--- config.mk ---
export PLATFORM = sky130hd
export DESIGN_NAME = lms_frontend_top
export DESIGN_NICKNAME = d
export VERILOG_FILES = /design/src/wb_regs_pkg.sv /design/src/lms_pkg.sv /design/src/lms_frontend_top.sv /design/src/frontend_ctrl_regs.sv /design/src/lms_tx_interleave.sv /design/src/lms_rx_deinterleave.sv
export SDC_FILE = /design/constraint.sdc
export NUM_CORES = 1
export LEC_CHECK = 0
export BUFFER_PORTS_ARGS = -buffer_cell sky130_fd_sc_hd__buf_2
export CAP_MARGIN = 40
export CORE_UTILIZATION = 55
export DETAILED_ROUTE_END_ITERATION = 8
export PLACE_DENSITY_LB_ADDON = 0.05
export SKIP_CTS_REPAIR_TIMING = 1
export SYNTH_ARGS = -nofsm -noshare
export SYNTH_HDL_FRONTEND = slang
export SYNTH_SLANG_ARGS = --single-unit
export TNS_END_PERCENT = 20
--- constraint.sdc ---
create_clock -name dsp_clk -period 4.72 [get_ports dsp_clk]
set_input_delay 0.236 -clock dsp_clk [delete_from_list [all_inputs] [get_ports dsp_clk]]
set_output_delay 0.236 -clock dsp_clk [all_outputs]
set_load 0.1 [all_outputs]
--- src/wb_regs_pkg.sv ---
// Wishbone classic register map, 32-bit words at word addresses, no byte selects
package wb_regs_pkg;

   localparam int WB_DATA_W = 32;
   localparam int WB_ADR_W  = 3;    // Word address

   typedef logic [WB_DATA_W-1:0] wb_data_t;
   typedef logic [WB_ADR_W-1:0]  wb_adr_t;

   // Host request, held by the master until ack
   typedef struct packed
   {
      logic     cyc;
      logic     stb;
      logic     we;
      wb_adr_t  adr;
      wb_data_t dat;
   } wb_req_t;

   typedef struct packed
   {
      logic     ack;
      wb_data_t dat;   // Valid in the ack cycle
   } wb_rsp_t;

   // Register addresses
   localparam wb_adr_t REG_CTRL    = wb_adr_t'(0);
   localparam wb_adr_t REG_LEDS    = wb_adr_t'(1);
   localparam wb_adr_t REG_RX_CNT0 = wb_adr_t'(2);
   localparam wb_adr_t REG_RX_CNT1 = wb_adr_t'(3);
   localparam wb_adr_t REG_ID      = wb_adr_t'(4);   // Read-only

   // REG_CTRL field layout
   localparam int CTRL_RX_EN_LSB = 0;
   localparam int CTRL_TX_EN_LSB = 2;
   localparam int CTRL_NRST_LSB  = 4;
   localparam int CTRL_W         = 6;

   localparam int RX_CNT_W = 16;
   localparam int LED_W    = 5;

   typedef logic [RX_CNT_W-1:0] rx_cnt_t;
   typedef logic [LED_W-1:0]    led_t;   // 1 means lit

   // Reset values hold both transceivers in reset with all LEDs dark
   localparam logic [CTRL_W-1:0] CTRL_RST = '0;
   localparam led_t              LEDS_RST = '0;

   localparam wb_data_t FRONTEND_ID = 32'h4C4D_5332;

endpackage

--- src/lms_pkg.sv ---
// LMS data path types for a single dsp_clk domain with 12-bit converter words and two channels
package lms_pkg;

   // Converter word width of the LMS6002D ADC and DAC buses
   localparam int LMS_WORD_W   = 12;

   // Transceiver channels on the board
   localparam int NUM_CHANNELS = 2;

   // One ADC or DAC word
   typedef logic [LMS_WORD_W-1:0] lms_word_t;

   // One bit per channel, used for enable and reset masks
   typedef logic [NUM_CHANNELS-1:0] chan_mask_t;

   // Word phase on the shared bus, matches the iqsel pin level
   typedef enum logic
   {
      PHASE_I = 1'b0,
      PHASE_Q = 1'b1
   } iq_phase_t;

   // Complete complex sample
   typedef struct packed
   {
      lms_word_t i;
      lms_word_t q;
   } iq_pair_t;

   // Pin bundle of one converter bus, receive or transmit
   typedef struct packed
   {
      logic      iqsel;   // 0 marks I, 1 marks Q
      lms_word_t data;
   } lms_bus_t;

endpackage
--- src/lms_frontend_top.sv ---
// Two-channel LMS6002D front end on dsp_clk only, converter clocks and pads handled outside
module lms_frontend_top
   import lms_pkg::*;
   import wb_regs_pkg::*;
(
   input  logic       dsp_clk,
   input  logic       arst_n_i,
   input  wb_req_t    wb_req_i,
   output wb_rsp_t    wb_rsp_o,
   input  lms_bus_t   rx_bus_0_i,
   input  lms_bus_t   rx_bus_1_i,
   output iq_pair_t   rx_pair_0_o,
   output iq_pair_t   rx_pair_1_o,
   output logic       rx_valid_0_o,
   output logic       rx_valid_1_o,
   input  iq_pair_t   tx_pair_0_i,
   input  iq_pair_t   tx_pair_1_i,
   input  logic       tx_valid_0_i,
   input  logic       tx_valid_1_i,
   output logic       tx_ready_0_o,
   output logic       tx_ready_1_o,
   output lms_bus_t   tx_bus_0_o,
   output lms_bus_t   tx_bus_1_o,
   output chan_mask_t lms_nrst_o,
   output led_t       leds_n_o
);

   chan_mask_t rx_en;
   chan_mask_t tx_en;
   chan_mask_t rx_valid;   // Fed back for pair counting

   assign rx_valid     = {rx_valid_1_o, rx_valid_0_o};

   frontend_ctrl_regs regs0 (
      .dsp_clk    (dsp_clk),
      .arst_n_i   (arst_n_i),
      .wb_req_i   (wb_req_i),
      .wb_rsp_o   (wb_rsp_o),
      .rx_valid_i (rx_valid),
      .rx_en_o    (rx_en),
      .tx_en_o    (tx_en),
      .lms_nrst_o (lms_nrst_o),
      .leds_n_o   (leds_n_o)
   );

   lms_rx_deinterleave rx0 (
      .dsp_clk  (dsp_clk),
      .arst_n_i (arst_n_i),
      .enable_i (rx_en[0]),
      .bus_i    (rx_bus_0_i),
      .pair_o   (rx_pair_0_o),
      .valid_o  (rx_valid_0_o)
   );

   lms_rx_deinterleave rx1 (
      .dsp_clk  (dsp_clk),
      .arst_n_i (arst_n_i),
      .enable_i (rx_en[1]),
      .bus_i    (rx_bus_1_i),
      .pair_o   (rx_pair_1_o),
      .valid_o  (rx_valid_1_o)
   );

   lms_tx_interleave tx0 (
      .dsp_clk  (dsp_clk),
      .arst_n_i (arst_n_i),
      .enable_i (tx_en[0]),
      .pair_i   (tx_pair_0_i),
      .valid_i  (tx_valid_0_i),
      .ready_o  (tx_ready_0_o),
      .bus_o    (tx_bus_0_o)
   );

   lms_tx_interleave tx1 (
      .dsp_clk  (dsp_clk),
      .arst_n_i (arst_n_i),
      .enable_i (tx_en[1]),
      .pair_i   (tx_pair_1_i),
      .valid_i  (tx_valid_1_i),
      .ready_o  (tx_ready_1_o),
      .bus_o    (tx_bus_1_o)
   );

endmodule

--- src/frontend_ctrl_regs.sv ---
// Wishbone classic slave with single-cycle ack, full-word writes only, two 16-bit wrapping counters
module frontend_ctrl_regs
   import lms_pkg::*;
   import wb_regs_pkg::*;
(
   input  logic       dsp_clk,
   input  logic       arst_n_i,
   input  wb_req_t    wb_req_i,
   output wb_rsp_t    wb_rsp_o,
   input  chan_mask_t rx_valid_i,
   output chan_mask_t rx_en_o,
   output chan_mask_t tx_en_o,
   output chan_mask_t lms_nrst_o,
   output led_t       leds_n_o
);

   logic [CTRL_W-1:0] ctrl_q;
   led_t              leds_q;
   rx_cnt_t           cnt_q [NUM_CHANNELS];
   logic              ack_q;
   wb_data_t          rdat_q;
   wb_data_t          rd_mux;
   logic              req_hit;
   logic              wr_hit;

   // New request only while no ack is out, so ack never lasts two cycles
   assign req_hit = wb_req_i.cyc && wb_req_i.stb && !ack_q;
   assign wr_hit  = req_hit && wb_req_i.we;

   always_ff @(posedge dsp_clk or negedge arst_n_i)
   begin
      if (!arst_n_i)
      begin
         ack_q <= 1'b0;
      end
      else
      begin
         ack_q <= req_hit;
      end
   end

   // Control and LED registers update on the ack edge
   always_ff @(posedge dsp_clk or negedge arst_n_i)
   begin
      if (!arst_n_i)
      begin
         ctrl_q <= CTRL_RST;
         leds_q <= LEDS_RST;
      end
      else if (wr_hit)
      begin
         if (wb_req_i.adr == REG_CTRL)
         begin
            ctrl_q <= wb_req_i.dat[CTRL_W-1:0];
         end
         if (wb_req_i.adr == REG_LEDS)
         begin
            leds_q <= wb_req_i.dat[LED_W-1:0];
         end
      end
   end

   // Pair counters, a write clears and beats a same-edge pulse
   always_ff @(posedge dsp_clk or negedge arst_n_i)
   begin
      if (!arst_n_i)
      begin
         cnt_q <= '{default: '0};
      end
      else
      begin
         for (int ch = 0; ch < NUM_CHANNELS; ch++)
         begin
            if (wr_hit && (wb_req_i.adr == REG_RX_CNT0 + wb_adr_t'(ch)))
            begin
               cnt_q[ch] <= '0;
            end
            else if (rx_valid_i[ch])
            begin
               cnt_q[ch] <= cnt_q[ch] + 1'b1;   // Wraps at 2^16
            end
         end
      end
   end

   always_comb
   begin
      rd_mux = '0;   // Unmapped addresses read zero
      case (wb_req_i.adr)
         REG_CTRL:    rd_mux = wb_data_t'(ctrl_q);
         REG_LEDS:    rd_mux = wb_data_t'(leds_q);
         REG_RX_CNT0: rd_mux = wb_data_t'(cnt_q[0]);
         REG_RX_CNT1: rd_mux = wb_data_t'(cnt_q[1]);
         REG_ID:      rd_mux = FRONTEND_ID;
         default:     rd_mux = '0;
      endcase
   end

   // Read data captured with the request, valid alongside ack
   always_ff @(posedge dsp_clk)
   begin
      if (req_hit)
      begin
         rdat_q <= rd_mux;
      end
   end

   assign wb_rsp_o.ack = ack_q;
   assign wb_rsp_o.dat = rdat_q;

   assign rx_en_o    = ctrl_q[CTRL_RX_EN_LSB +: NUM_CHANNELS];
   assign tx_en_o    = ctrl_q[CTRL_TX_EN_LSB +: NUM_CHANNELS];
   assign lms_nrst_o = ctrl_q[CTRL_NRST_LSB +: NUM_CHANNELS];
   assign leds_n_o   = ~leds_q;   // Pins sink current to light

endmodule

--- src/lms_tx_interleave.sv ---
// One channel of DAC interleaving, iqsel runs free from reset and at most one pair is in flight
module lms_tx_interleave
   import lms_pkg::*;
(
   input  logic     dsp_clk,
   input  logic     arst_n_i,
   input  logic     enable_i,
   input  iq_pair_t pair_i,
   input  logic     valid_i,
   output logic     ready_o,
   output lms_bus_t bus_o
);

   iq_phase_t phase_q;   // Phase of the word now on the bus
   lms_word_t word_q;
   lms_word_t q_hold;    // Q half waiting for the second cycle
   logic      accept;

   // A new pair can start only while a Q word is on the bus
   assign ready_o = enable_i && (phase_q == PHASE_Q);
   assign accept  = valid_i && ready_o;

   // Phase toggles on every edge, enabled or not
   always_ff @(posedge dsp_clk or negedge arst_n_i)
   begin
      if (!arst_n_i)
      begin
         phase_q <= PHASE_Q;
      end
      else
      begin
         phase_q <= (phase_q == PHASE_Q) ? PHASE_I : PHASE_Q;
      end
   end

   always_ff @(posedge dsp_clk or negedge arst_n_i)
   begin
      if (!arst_n_i)
      begin
         word_q <= '0;
      end
      else if (phase_q == PHASE_Q)
      begin
         word_q <= accept ? pair_i.i : '0;   // Idle pair sends zero
      end
      else
      begin
         word_q <= q_hold;   // Second half of the pair started last edge
      end
   end

   // Loaded on every I edge so an idle pair stays all zero
   always_ff @(posedge dsp_clk)
   begin
      if (phase_q == PHASE_Q)
      begin
         q_hold <= accept ? pair_i.q : '0;
      end
   end

   assign bus_o.iqsel = phase_q;
   assign bus_o.data  = word_q;

endmodule

--- src/lms_rx_deinterleave.sv ---
// One channel of ADC de-interleaving, no back-pressure, repeated Q words reuse the last I word
module lms_rx_deinterleave
   import lms_pkg::*;
(
   input  logic     dsp_clk,
   input  logic     arst_n_i,
   input  logic     enable_i,
   input  lms_bus_t bus_i,
   output iq_pair_t pair_o,
   output logic     valid_o
);

   lms_word_t i_hold;     // Last I word seen on the bus
   iq_pair_t  pair_q;
   logic      valid_q;
   logic      sample_q;   // Q word on the bus of an enabled channel

   assign sample_q = enable_i && (bus_i.iqsel == PHASE_Q);

   // Stage one keeps the I word until its Q partner shows up
   always_ff @(posedge dsp_clk or negedge arst_n_i)
   begin
      if (!arst_n_i)
      begin
         i_hold <= '0;   // First pair before any I word pairs with zero
      end
      else if (enable_i && (bus_i.iqsel == PHASE_I))
      begin
         i_hold <= bus_i.data;
      end
   end

   // Stage two registers the complete pair on the Q edge
   always_ff @(posedge dsp_clk)
   begin
      if (sample_q)
      begin
         pair_q.i <= i_hold;
         pair_q.q <= bus_i.data;
      end
   end

   // One cycle strobe per pair
   always_ff @(posedge dsp_clk or negedge arst_n_i)
   begin
      if (!arst_n_i)
      begin
         valid_q <= 1'b0;
      end
      else
      begin
         valid_q <= sample_q;
      end
   end

   assign pair_o  = pair_q;
   assign valid_o = valid_q;

endmodule

* Word level (Yosys, flattened, before mapping)
Cells that the tools add are included.
** Word-level totals
- Flip-flop bits (word level) :: 200
- Output and inout bits :: 118
- Word-level logic and storage cells :: 59
** Cells by class
- $add $sub $neg :: 2
- Eq/ne operators :: 4
- Muxes and demuxes :: 11
- Bitwise operators :: 3
- Reductions and logical operators :: 19
** Operator list (number)
- 31-bit one-hot mux with 5 select lines :: 1
- 16-bit 2-to-1 mux :: 4
- 12-bit 2-to-1 mux :: 4
- 16-bit by 1-bit adder with 16-bit output (second input constant) :: 2
- 1-bit logical AND :: 13
- 3-bit by 2-bit equality test with 1-bit output (second input constant) :: 2
- 5-bit inverter :: 1
- 2-bit AND reduction :: 2
- 2-bit nonzero test :: 2
- 3-bit by 1-bit equality test with 1-bit output (second input constant) :: 1
- 3-bit equality test (second input constant) :: 1
- 3-bit zero test :: 1
- 1-bit 2-to-1 mux :: 2
- 1-bit inverter :: 2
- 1-bit zero test :: 1

* Longest topological paths before layout
Gate-level depths: netlist of the first run.
- Depth after elaboration :: 5
- Depth in mapped cells :: 6
- Depth with buffers taken out :: 5

* Modules after synthesis
Synthesis of the first run repeated with hierarchy kept, for this count alone.
** Unflattened totals
- Cell total of the unflattened synthesis :: 515
- Area total of the unflattened synthesis :: 7484.7 um2
** By module, submodules not included
- frontend_ctrl_regs :: times used 1, cells an instance 271, area each 3040.4 um2, seq. area each 1611.5 um2
- lms_rx_deinterleave :: times used 2, cells an instance 52, area each 1260.0 um2, seq. area each 1046.0 um2
- lms_tx_interleave :: times used 2, cells an instance 70, area each 962.2 um2, seq. area each 686.9 um2

* Worst setup path before layout of the first run
Ideal clock, no wire load.
- Kind :: reg2reg
- Start :: reg rx0.valid_q, in the netlist rx0.valid_o
- End :: reg regs0.cnt_q[31] in the netlist's numbering
- Data arrival time :: 2.213 ns
- Path slack :: 2.429 ns
- Cell stages (with the launch flop) :: 6
- Buffers on the path :: 1
- Period minus slack after synthesis :: 2.291 ns
- Cell sequence :: dfrtp_1 nand4_2 or2_1 buf_6 or4_1 a21oi_1
** Between the ends
- Longest elaborated chain between the ends :: 1
** Ends and longest elaborated chain
- start: declaration :: RTL line lms_rx_deinterleave.sv:15 : logic valid_q;
- start signal: assignment :: RTL line lms_rx_deinterleave.sv:52 : valid_q <= sample_q;
- 2-bit nonzero test (no line)
- end signal: indexed assignment :: RTL line frontend_ctrl_regs.sv:80 : cnt_q[ch] <= cnt_q[ch] + 1'b1;
- end: declaration :: RTL line frontend_ctrl_regs.sv:19 : rx_cnt_t cnt_q [NUM_CHANNELS];
Every way passes these cells.
A chain may end at the register's enable or synchronous reset.

* Worst setup path in the final report of the first run
- Start :: reg tx0.phase_q
- End :: out tx_ready_0_o
** Between the ends
- Longest elaborated chain between the ends :: 1
** Ends and longest elaborated chain
- start: declaration :: RTL line lms_tx_interleave.sv:14 : iq_phase_t phase_q;
- start signal: assignment :: RTL line lms_tx_interleave.sv:32 : phase_q <= (phase_q == PHASE_Q) ? PHASE_I : PHASE_Q;
- 1-bit logical AND :: RTL line lms_tx_interleave.sv:20 : assign ready_o = enable_i && (phase_q == PHASE_Q);
- end: declaration :: RTL line lms_frontend_top.sv:20 : output logic tx_ready_0_o,
Every way passes these cells.

==> results.json, run 1 <==
{
  "vias": 4633,
  "die_w_um": 117,
  "synth_edf_count": 89,
  "cp_max_fo": 16,
  "hold_viol": 0,
  "drc_errors": 0,
  "clk_latency_ns": 0.43,
  "avgSynthCellArea_um2": 14.6,
  "max_slew_margin_pct": 45.6,
  "antenna_found_initial": 0,
  "worst_pin_slew_ns": 0.809,
  "worstPathCellList": "and2_1 -> buf_2",
  "cpLargestDelayFamily": "flip-flops",
  "dp_hpwl_um": 9840,
  "cap_viol_max_count": 0,
  "cts_made_buffers": 17,
  "layout.nets": 834,
  "ant_nets": 0,
  "crit_type": "reg -> out",
  "grt_pass1_vias": 4280,
  "setup_viol": 0,
  "grt_pass1_wl_um": 21400,
  "synthFlopType": "dfrtp_1",
  "cpMaxStageDelayCell": "dfstp_2",
  "n_antenna_cell": 0,
  "worstPathRequired_ns": 4.48,
  "port_buffers": 198,
  "crit_path_end_kind": "output port",
  "vias_per_cell": 5.14,
  "hold_class": "in -> reg",
  "wirelength_um": 14000,
  "drtIter0Drc": 276,
  "yosysSeqAreaShare_pct": 69.7,
  "dpl-instance-area_mm2": 0.00836,
  "worst_setup_path_start_kind": "flop",
  "die_h_um": 117,
  "dieArea_mm2": 0.0137,
  "setup_tns_ns": 0,
  "ioPinCount": 234,
  "area_growth_pct": 26.8,
  "arrival_ns": 1.76,
  "grt_max_degree": 53,
  "crit_path_start": "tx0.phase_q",
  "reg2reg_from": "regs0.ack_q",
  "period_share_pct": 42.3,
  "final_core_util_pct": 72.3,
  "worst-path-buf-inv": 1,
  "place.gp.congestion": 0.797,
  "cpPeakStageDelay_ns": 0.74,
  "grt-ovfl-total": 0,
  "hp-start": "rx_bus_1_i[10]",
  "maxSlewViolCount": 0,
  "fmax_mhz": 501,
  "finalCriticalPeriod_ns": 2.00,
  "num_rows": 41,
  "wire_per_inst_um": 15.6,
  "synth.ff_latch_count": 185,
  "layout_commonest_cell": "buf_2",
  "irDropWorstVdd_mv": 0.250,
  "drt_pass1_iterations": 5,
  "finalInstanceArea_mm2": 0.00923,
  "powerDensity_mw_per_mm2": 543,
  "clk_pin_slew_ns": 0.06,
  "synth_cell_type_count": 43,
  "fin_worst_skew_ns": 0.00521,
  "drive_gt1_share_pct": 38.1,
  "grt_setup_unrepaired": "false",
  "status": "finished clean",
  "synthArstFlopShare_pct": 51.9,
  "cts_root_buf": "clkbuf_16",
  "p_leak_nw": 4.04,
  "synth_area_mm2": 0.00728,
  "start_util_pct": 57.0,
  "grt_use_total_pct": 21.5,
  "clock_sinks": 185,
  "yosys_warnings": 0,
  "core_area_mm2": 0.0128,
  "cts_tree": "done",
  "cts_buffer_depth": 2,
  "htreeDepth": 4,
  "final_cell_mix": "buf_2 (197), dfrtp_1 (94), edfxtp_1 (89)",
  "synthCells": 500
}
[final cells by class]
class	count	area [um2]
Clock buffer	21	472
Clock inverter	11	160
Fill cell	853	3540
Inverter	12	45.0
Multi-Input combinational cell	270	1940
Sequential cell	185	5080
Tap cell	172	215
Timing Repair Buffer	230	1330
[stage by stage]
step	worst slack, ns	power [mW]	hold slack [ns]	std cells
floorplan	2.43	3.25	-0.0596	508
finish	2.72	5.01	0.0143	901
global placement	2.40	3.48	0.311	839
global route	2.65	5.22	0.00229	901
detailed placement	2.71	3.53	0.312	845
CTS	2.70	5.03	-0.143	877
[worst register-to-register path, cell delays in order, from the launching register on]
cell and delay, ns:
dfrtp_1 0.38, nand4b_1 0.37, nor4_2 0.69, mux2_2 0.42
[cells by family after synthesis]
logic type	synth area share [%]
mux	7.78
fa+ha+maj	0.344
other cells	0.0515
compound gates	5.17
flops	69.7
xor+xnor	2.65
simple gates	10.2
buf+inv	4.09
[power by group]
group / total [mW] / internal (mW) / leakage [nW] / switching [mW]
combinational: 1.24 / 0.351 / 1.77 / 0.892
clock: 1.49 / 0.890 / 0.302 / 0.602
sequential: 2.28 / 2.02 / 1.97 / 0.253
[path summary, 6_finish.rpt]
| kind | endpoint | slack, ns | cells after the start |
|---|---|---|---|
| max | tx_ready_0_o | 2.72 | 2 |
| min | rx1.pair_o[10] | 0.01 | 1 |
| max reg2reg | regs0.ctrl_q[2] | 2.75 | 3 |
| min reg2reg | rx1.pair_o[17] | 0.44 | 0 |
| max in group asynchronous | regs0.cnt_q[27] | 3.31 | 3 |
| min in group asynchronous | tx0.word_q[6] | 0.39 | 2 |
[Yosys cell counts (11+ instances only)]
| cell type | n | area share, % |
|---|---|---|
| inv_1 | 12 | 0.62 |
| mux2i_1 | 15 | 2.1 |
| buf_4 | 18 | 1.9 |
| a22o_1 | 24 | 2.9 |
| edfxtp_1 | 89 | 37 |
| clkbuf_1 | 16 | 0.82 |
| dfrtp_1 | 94 | 32 |
| and2_1 | 28 | 2.4 |
| mux2_2 | 31 | 4.8 |
| xnor2_1 | 11 | 1.3 |
| o21ai_0 | 13 | 0.89 |
| nor2_1 | 34 | 1.8 |
| nand2_1 | 21 | 1.1 |
| xor2_1 | 11 | 1.3 |
[state kept, by name, summed over array words and instances (netlist names), 5 cells and up]
signal / cells
regs0.cnt_q: 32
regs0.ctrl_q: 6
regs0.leds_q: 5
regs0.rdat_q: 17
rx0.i_hold: 12
rx0.pair_o: 24
rx1.i_hold: 12
rx1.pair_o: 24
tx0.q_hold: 12
tx0.word_q: 12
tx1.q_hold: 12
tx1.word_q: 12
[layer usage]
layer	part of all wire [%]	GRT usage, %
met5	0	0
met4	2.0	8.95
met3	7.5	7.00
met2	50	34.5
met1	41	27.0
(Power assumes the default switching activity.)
==> inputs of run 2 (changes only) <==
--- a/config.mk
+++ b/config.mk
@@ -5,9 +5,10 @@
 export SDC_FILE = /design/constraint.sdc
 export NUM_CORES = 1
 export LEC_CHECK = 0
+export ABC_AREA = 1
 export BUFFER_PORTS_ARGS = -buffer_cell sky130_fd_sc_hd__buf_2
 export CAP_MARGIN = 40
-export CORE_UTILIZATION = 55
+export CORE_UTILIZATION = 51
 export DETAILED_ROUTE_END_ITERATION = 8
 export PLACE_DENSITY_LB_ADDON = 0.05
 export SKIP_CTS_REPAIR_TIMING = 1
==> constraint.sdc (replaced) <==
create_clock -name dsp_clk -period 1.98 [get_ports dsp_clk]
set_input_delay 0.099 -clock dsp_clk [delete_from_list [all_inputs] [get_ports dsp_clk]]
set_output_delay 0.099 -clock dsp_clk [all_outputs]
set_load 0.1 [all_outputs]
==> results.json, run 2 <==
{
  "cts_root_buf": "clkbuf_16",
  "largest_register_ffs": 32,
  "ioPinCount": 234,
  "cts_tree": "done",
  "synth-adder-area-share_pct": 0.333,
  "reg2reg_depth": 8,
  "yosys-top-cells-count": "nand2_1 (97), dfrtp_1 (94), edfxtp_1 (89)",
  "reg2reg_from": "regs0.cnt_q[16]",
  "yosysTopAreaCellShare_pct": 35.6,
  "htreeDepth": 4,
  "n_antenna_cell": 0,
  "antenna_found_initial": 0,
  "ant_nets": 0,
  "status": "complete, but fails checks",
  "arrival_ns": 1.73,
  "crit_type": "reg -> out",
  "layout_commonest_cell": "buf_2",
  "drtIter0Drc": 315,
  "avgSynthCellArea_um2": 11.7,
  "synthXorXnorAreaFrac_pct": 0.350,
  "cts_buffer_depth": 2,
  "fmax_mhz": 547,
  "worst_setup_path_start_kind": "flop",
  "setup_viol": 0,
  "start_util_pct": 53.1,
  "core_area_mm2": 0.0141,
  "regMostFlops": "regs0.cnt_q",
  "clk_latency_ns": 0.43,
  "grt_use_total_pct": 22.4,
  "synth_largest_area_cell": "edfxtp_1",
  "clk_pin_slew_ns": 0.07,
  "ff2ff_setup_slack_ns": 0.33,
  "design_power_total_mw": 11.7,
  "muxShareOfSynthArea_pct": 3.60,
  "grt_pass1_vias": 5322,
  "dp_hpwl_um": 11900,
  "vias_per_cell": 5.25,
  "hold_end": "tx0.q_hold[5]",
  "period_share_pct": 92.4,
  "maxSlewViolCount": 0,
  "yosys_warnings": 0,
  "crit_path_start": "tx0.phase_q",
  "powerDensity_mw_per_mm2": 1160,
  "finalCriticalPeriod_ns": 1.83,
  "num_rows": 43,
  "synth_area_leaders": "edfxtp_1 (36%), dfrtp_1 (31%), nand2_1 (4.8%)",
  "worst_pin_slew_ns": 0.605,
  "die_h_um": 123,
  "hold_class": "in -> reg",
  "hp-start": "tx_pair_0_i[5]",
  "port_buffers": 198,
  "synth_top_family_by_area": "simple AND/OR/NAND/NOR gates",
  "min_path_cells": 3,
  "p_leak_nw": 4.58,
  "vias": 5819,
  "synth_area_mm2": 0.00751,
  "drt_pass1_iterations": 5,
  "synthFlopType": "dfrtp_1",
  "layout.nets": 1034,
  "die_w_um": 123,
  "clock_sinks": 185,
  "grt_setup_unrepaired": "false",
  "grt_max_degree": 45,
  "violations": "negative hold slack",
  "cts_made_buffers": 17,
  "synth.ff_latch_count": 185,
  "fin_worst_skew_ns": 0.00997,
  "dieArea_mm2": 0.0152,
  "cap_viol_max_count": 0,
  "synthSimpleGateAreaFrac_pct": 13.5,
  "r2r_end": "regs0.cnt_q[30]",
  "hold_viol": 6,
  "max_slew_margin_pct": 59.6,
  "synth_cell_type_count": 40,
  "synthArstFlopShare_pct": 51.9,
  "nFillCells": 1058,
  "yosysSeqAreaShare_pct": 67.6,
  "synth-compound-area-share_pct": 7.79,
  "final_cell_mix": "buf_2 (195), nand2_1 (97), dfrtp_1 (94)",
  "grt-ovfl-total": 0,
  "drive_gt1_share_pct": 29.7,
  "hold_ws_ns": -0.0381,
  "synthCells": 642,
  "cp_max_fo": 15,
  "synthMostInstantiatedCell": "nand2_1",
  "area_growth_pct": 33.1,
  "worstPathRequired_ns": 1.88,
  "wirelength_um": 17900,
  "place.gp.congestion": 0.872,
  "drc_errors": 0,
  "grt_pass1_wl_um": 25400,
  "crit_path_end_kind": "output port",
  "synth_edf_count": 89,
  "irDropWorstVdd_mv": 0.684,
  "wire_per_inst_um": 16.2
}
==> run 2: changes by cell type after synthesis, moves of 12 or more <==
cell	delta
and2_1	-28
a22o_1	-23
nand2_1	+76
inv_1	+65
a32o_1	+24
nand3_1	+28
nor2_1	+35
o21ai_0	+12
mux2i_1	-15
==> run 2: cell families after synthesis <==
logic type / Yosys count
and+or+nand+nor: 231
muxes: 24
DFF: 185
adders and majority gates: 2
other: 1
buffers and inverters: 112
xor gates and xnor gates: 3
AOI/OAI and AO/OA: 84
==> run 2: metal layers <==
layer / track usage (%) / part of all wire, % / vias to the layer above
met5: 0 / 0 / -
met1: 27.7 / 41 / 2807
met4: 8.81 / 2.6 / 0
li1: - / - / 2732
met2: 37.1 / 51 / 237
met3: 6.37 / 6.2 / 43
==> run 2: per-stage QoR <==
stage	setup TNS, ns	instances	instance area, um2	util (%)	setup slack, ns
floorplan	-1.52	650	7560	-	-0.169
global placement	0	1006	8700	61.5	0.428
detailed placement	0	1006	8700	61.5	0.381
CTS	0	1038	9290	65.7	0.122
global route	0	1109	10000	70.7	0.0465
finish	0	1109	10000	70.7	0.151
==> run 2: critical path, stage by stage (launching register included) <==
cell,delay (ns)
dfstp_2,0.73
nand2_1,0.08
inv_1,0.08
buf_4,0.21
buf_12,0.20
==> run 2: cell type report <==
cell class	count	area [um2]	share of cell area, %
clock buffer	17	425	4.25
multi-input combinational	353	1950	19.5
clock inverter	15	166	1.66
timing repair buffer	281	1860	18.6
sequential	185	5080	50.8
inverter	78	293	2.93
tap	180	225	2.25
==> run 2: worst max path at each step <==
stage / slack (ns) / depth (start not counted) / to
2_1_floorplan: -0.17 / 4 / tx0.word_q[10]
3_3_place_gp: 0.43 / 8 / regs0.cnt_q[28]
3_5_place_dp: 0.38 / 8 / regs0.cnt_q[30]
4_1_cts: 0.12 / 4 / tx_ready_0_o
5_1_grt: 0.05 / 4 / tx_ready_0_o
6_report: 0.15 / 4 / tx_ready_0_o
==> run 2: where the power goes <==
group / leakage [nW] / internal, mW / switching (mW)
sequential: 2.01 / 4.67 / 0.385
clock: 0.287 / 1.89 / 1.52
combinational: 2.28 / 0.756 / 2.43
==> inputs of run 3 (changes only) <==
--- a/config.mk
+++ b/config.mk
@@ -8,7 +8,8 @@
 export ABC_AREA = 1
 export BUFFER_PORTS_ARGS = -buffer_cell sky130_fd_sc_hd__buf_2
 export CAP_MARGIN = 40
-export CORE_UTILIZATION = 51
+export CORE_ASPECT_RATIO = 1.5
+export CORE_UTILIZATION = 46
 export DETAILED_ROUTE_END_ITERATION = 8
 export PLACE_DENSITY_LB_ADDON = 0.05
 export SKIP_CTS_REPAIR_TIMING = 1
==> constraint.sdc (replaced) <==
create_clock -name dsp_clk -period 1.6 [get_ports dsp_clk]
set_input_delay 0.08 -clock dsp_clk [delete_from_list [all_inputs] [get_ports dsp_clk]]
set_output_delay 0.08 -clock dsp_clk [all_outputs]
set_load 0.1 [all_outputs]
==> results.json, run 3 (synthesized netlist as in run 2, its figures left out) <==
{
  "die_w_um": 106,
  "htreeDepth": 4,
  "worstPathRequired_ns": 1.52,
  "crit_path_start": "tx0.phase_q",
  "maxSlewViolCount": 0,
  "layout_commonest_cell": "buf_2",
  "ant_nets": 0,
  "hp-start": "tx_pair_0_i[11]",
  "antenna_found_initial": 1,
  "clock_sinks": 185,
  "core_area_mm2": 0.0158,
  "cap_viol_max_count": 0,
  "cts_root_buf": "clkbuf_16",
  "clk_pin_slew_ns": 0.07,
  "hold_class": "in -> reg",
  "fmax_mhz": 649,
  "ioPinCount": 234,
  "setup_viol": 0,
  "start_util_pct": 47.4,
  "grt_pass1_vias": 5297,
  "port_buffers": 198,
  "crit_type": "reg -> out",
  "grt_use_total_pct": 20.8,
  "cts_made_buffers": 17,
  "vias": 5720,
  "setup_tns_ns": 0,
  "powerDensity_mw_per_mm2": 1430,
  "drive_gt1_share_pct": 30.8,
  "die_h_um": 159,
  "dp_hpwl_um": 12700,
  "grt_setup_unrepaired": "true",
  "drc_errors": 0,
  "design_power_total_mw": 14.7,
  "status": "finished clean",
  "vias_per_cell": 4.97,
  "worst_setup_path_start_kind": "flop",
  "arrival_ns": 1.46,
  "grt-ovfl-total": 0,
  "wirelength_um": 18000,
  "final_core_util_pct": 64.7,
  "place.gp.congestion": 0.822,
  "period_share_pct": 96.3,
  "area_growth_pct": 36.4,
  "cts_buffer_depth": 2,
  "reg2reg_from": "regs0.ack_q",
  "largest_register_ffs": 32,
  "irDropWorstVdd_mv": 0.730,
  "finalCriticalPeriod_ns": 1.54,
  "regMostFlops": "regs0.cnt_q",
  "layout.nets": 1051,
  "grt_max_degree": 34,
  "worst_pin_slew_ns": 0.527,
  "drt_pass1_iterations": 5,
  "max_slew_margin_pct": 65.1,
  "fin_worst_skew_ns": 0.00777,
  "drtIter0Drc": 299,
  "p_leak_nw": 4.68,
  "crit_path_end_kind": "output port",
  "num_rows": 56,
  "dieArea_mm2": 0.0169,
  "final_cell_mix": "buf_2 (193), nand2_1 (97), dfrtp_1 (93)",
  "cts_tree": "done",
  "clk_latency_ns": 0.42,
  "grt_pass1_wl_um": 26500,
  "cp_max_fo": 13,
  "wire_per_inst_um": 15.7,
  "hold_viol": 0
}
run 3: cell count changes in the layout (fill, tap and decap cells not counted), moves of 2 or more:
cell,change
clkinv_2,-2
nor2_2,+2
buf_12,+2
buf_4,+9
nor2_1,-2
dlygate4sd3_1,+6
buf_2,-2
run 3: where the power goes:
part / switching [mW] / internal (mW) / leakage, nW
Sequential: 0.452 / 5.78 / 2.01
Combinational: 3.06 / 1.01 / 2.38
Clock: 1.88 / 2.51 / 0.295
Total: 5.39 / 9.30 / 4.68
run 3: cell type report:
type | instances | area (um2)
Timing Repair Buffer | 298 | 2050
Antenna cell | 1 | 2.50
Inverter | 78 | 293
Clock buffer | 18 | 429
Tap cell | 203 | 254
Clock inverter | 14 | 186
Multi-Input combinational cell | 353 | 1960
Sequential cell | 185 | 5080
Fill cell | 1283 | 5590
run 3: through the flow:
step	hold slack [ns]	worst slack, ns	instance area, um2	std cells
after floorplan	-0.216	-0.198	7550	650
after global placement	0.0612	0.134	8840	1040
after detailed placement	0.0695	0.0886	8840	1040
after CTS	-0.390	-0.00374	9460	1072
after global routing	0.0218	-0.0140	10200	1150
final	0.00928	0.0593	10200	1150
run 3: routing by layer:
layer  up-vias  routed length [um]  track usage (%)
li1       2759                   -                -
met1      2738                6910             23.7
met2       201                9690             36.8
met3        22                1080             5.53
met4         0                 329             8.93
met5         -                   0                0
run 3: worst paths after layout:
check | end | slack (ns) | depth (start not counted)
min reg2reg | rx1.pair_o[21] | 0.44 | 0
max reg2reg | regs0.leds_q[1] | 0.16 | 4
max in group asynchronous | tx0.phase_q | 0.80 | 3
min | tx0.q_hold[11] | 0.009 | 3
min in group asynchronous | rx1.i_hold[6] | 0.15 | 2
max | tx_ready_0_o | 0.06 | 4
run 3: critical path, stage by stage, from the launching register on:
cell	delay, ns
dfstp_2	0.55
nand2_1	0.05
inv_1	0.10
buf_8	0.16
buf_12	0.18
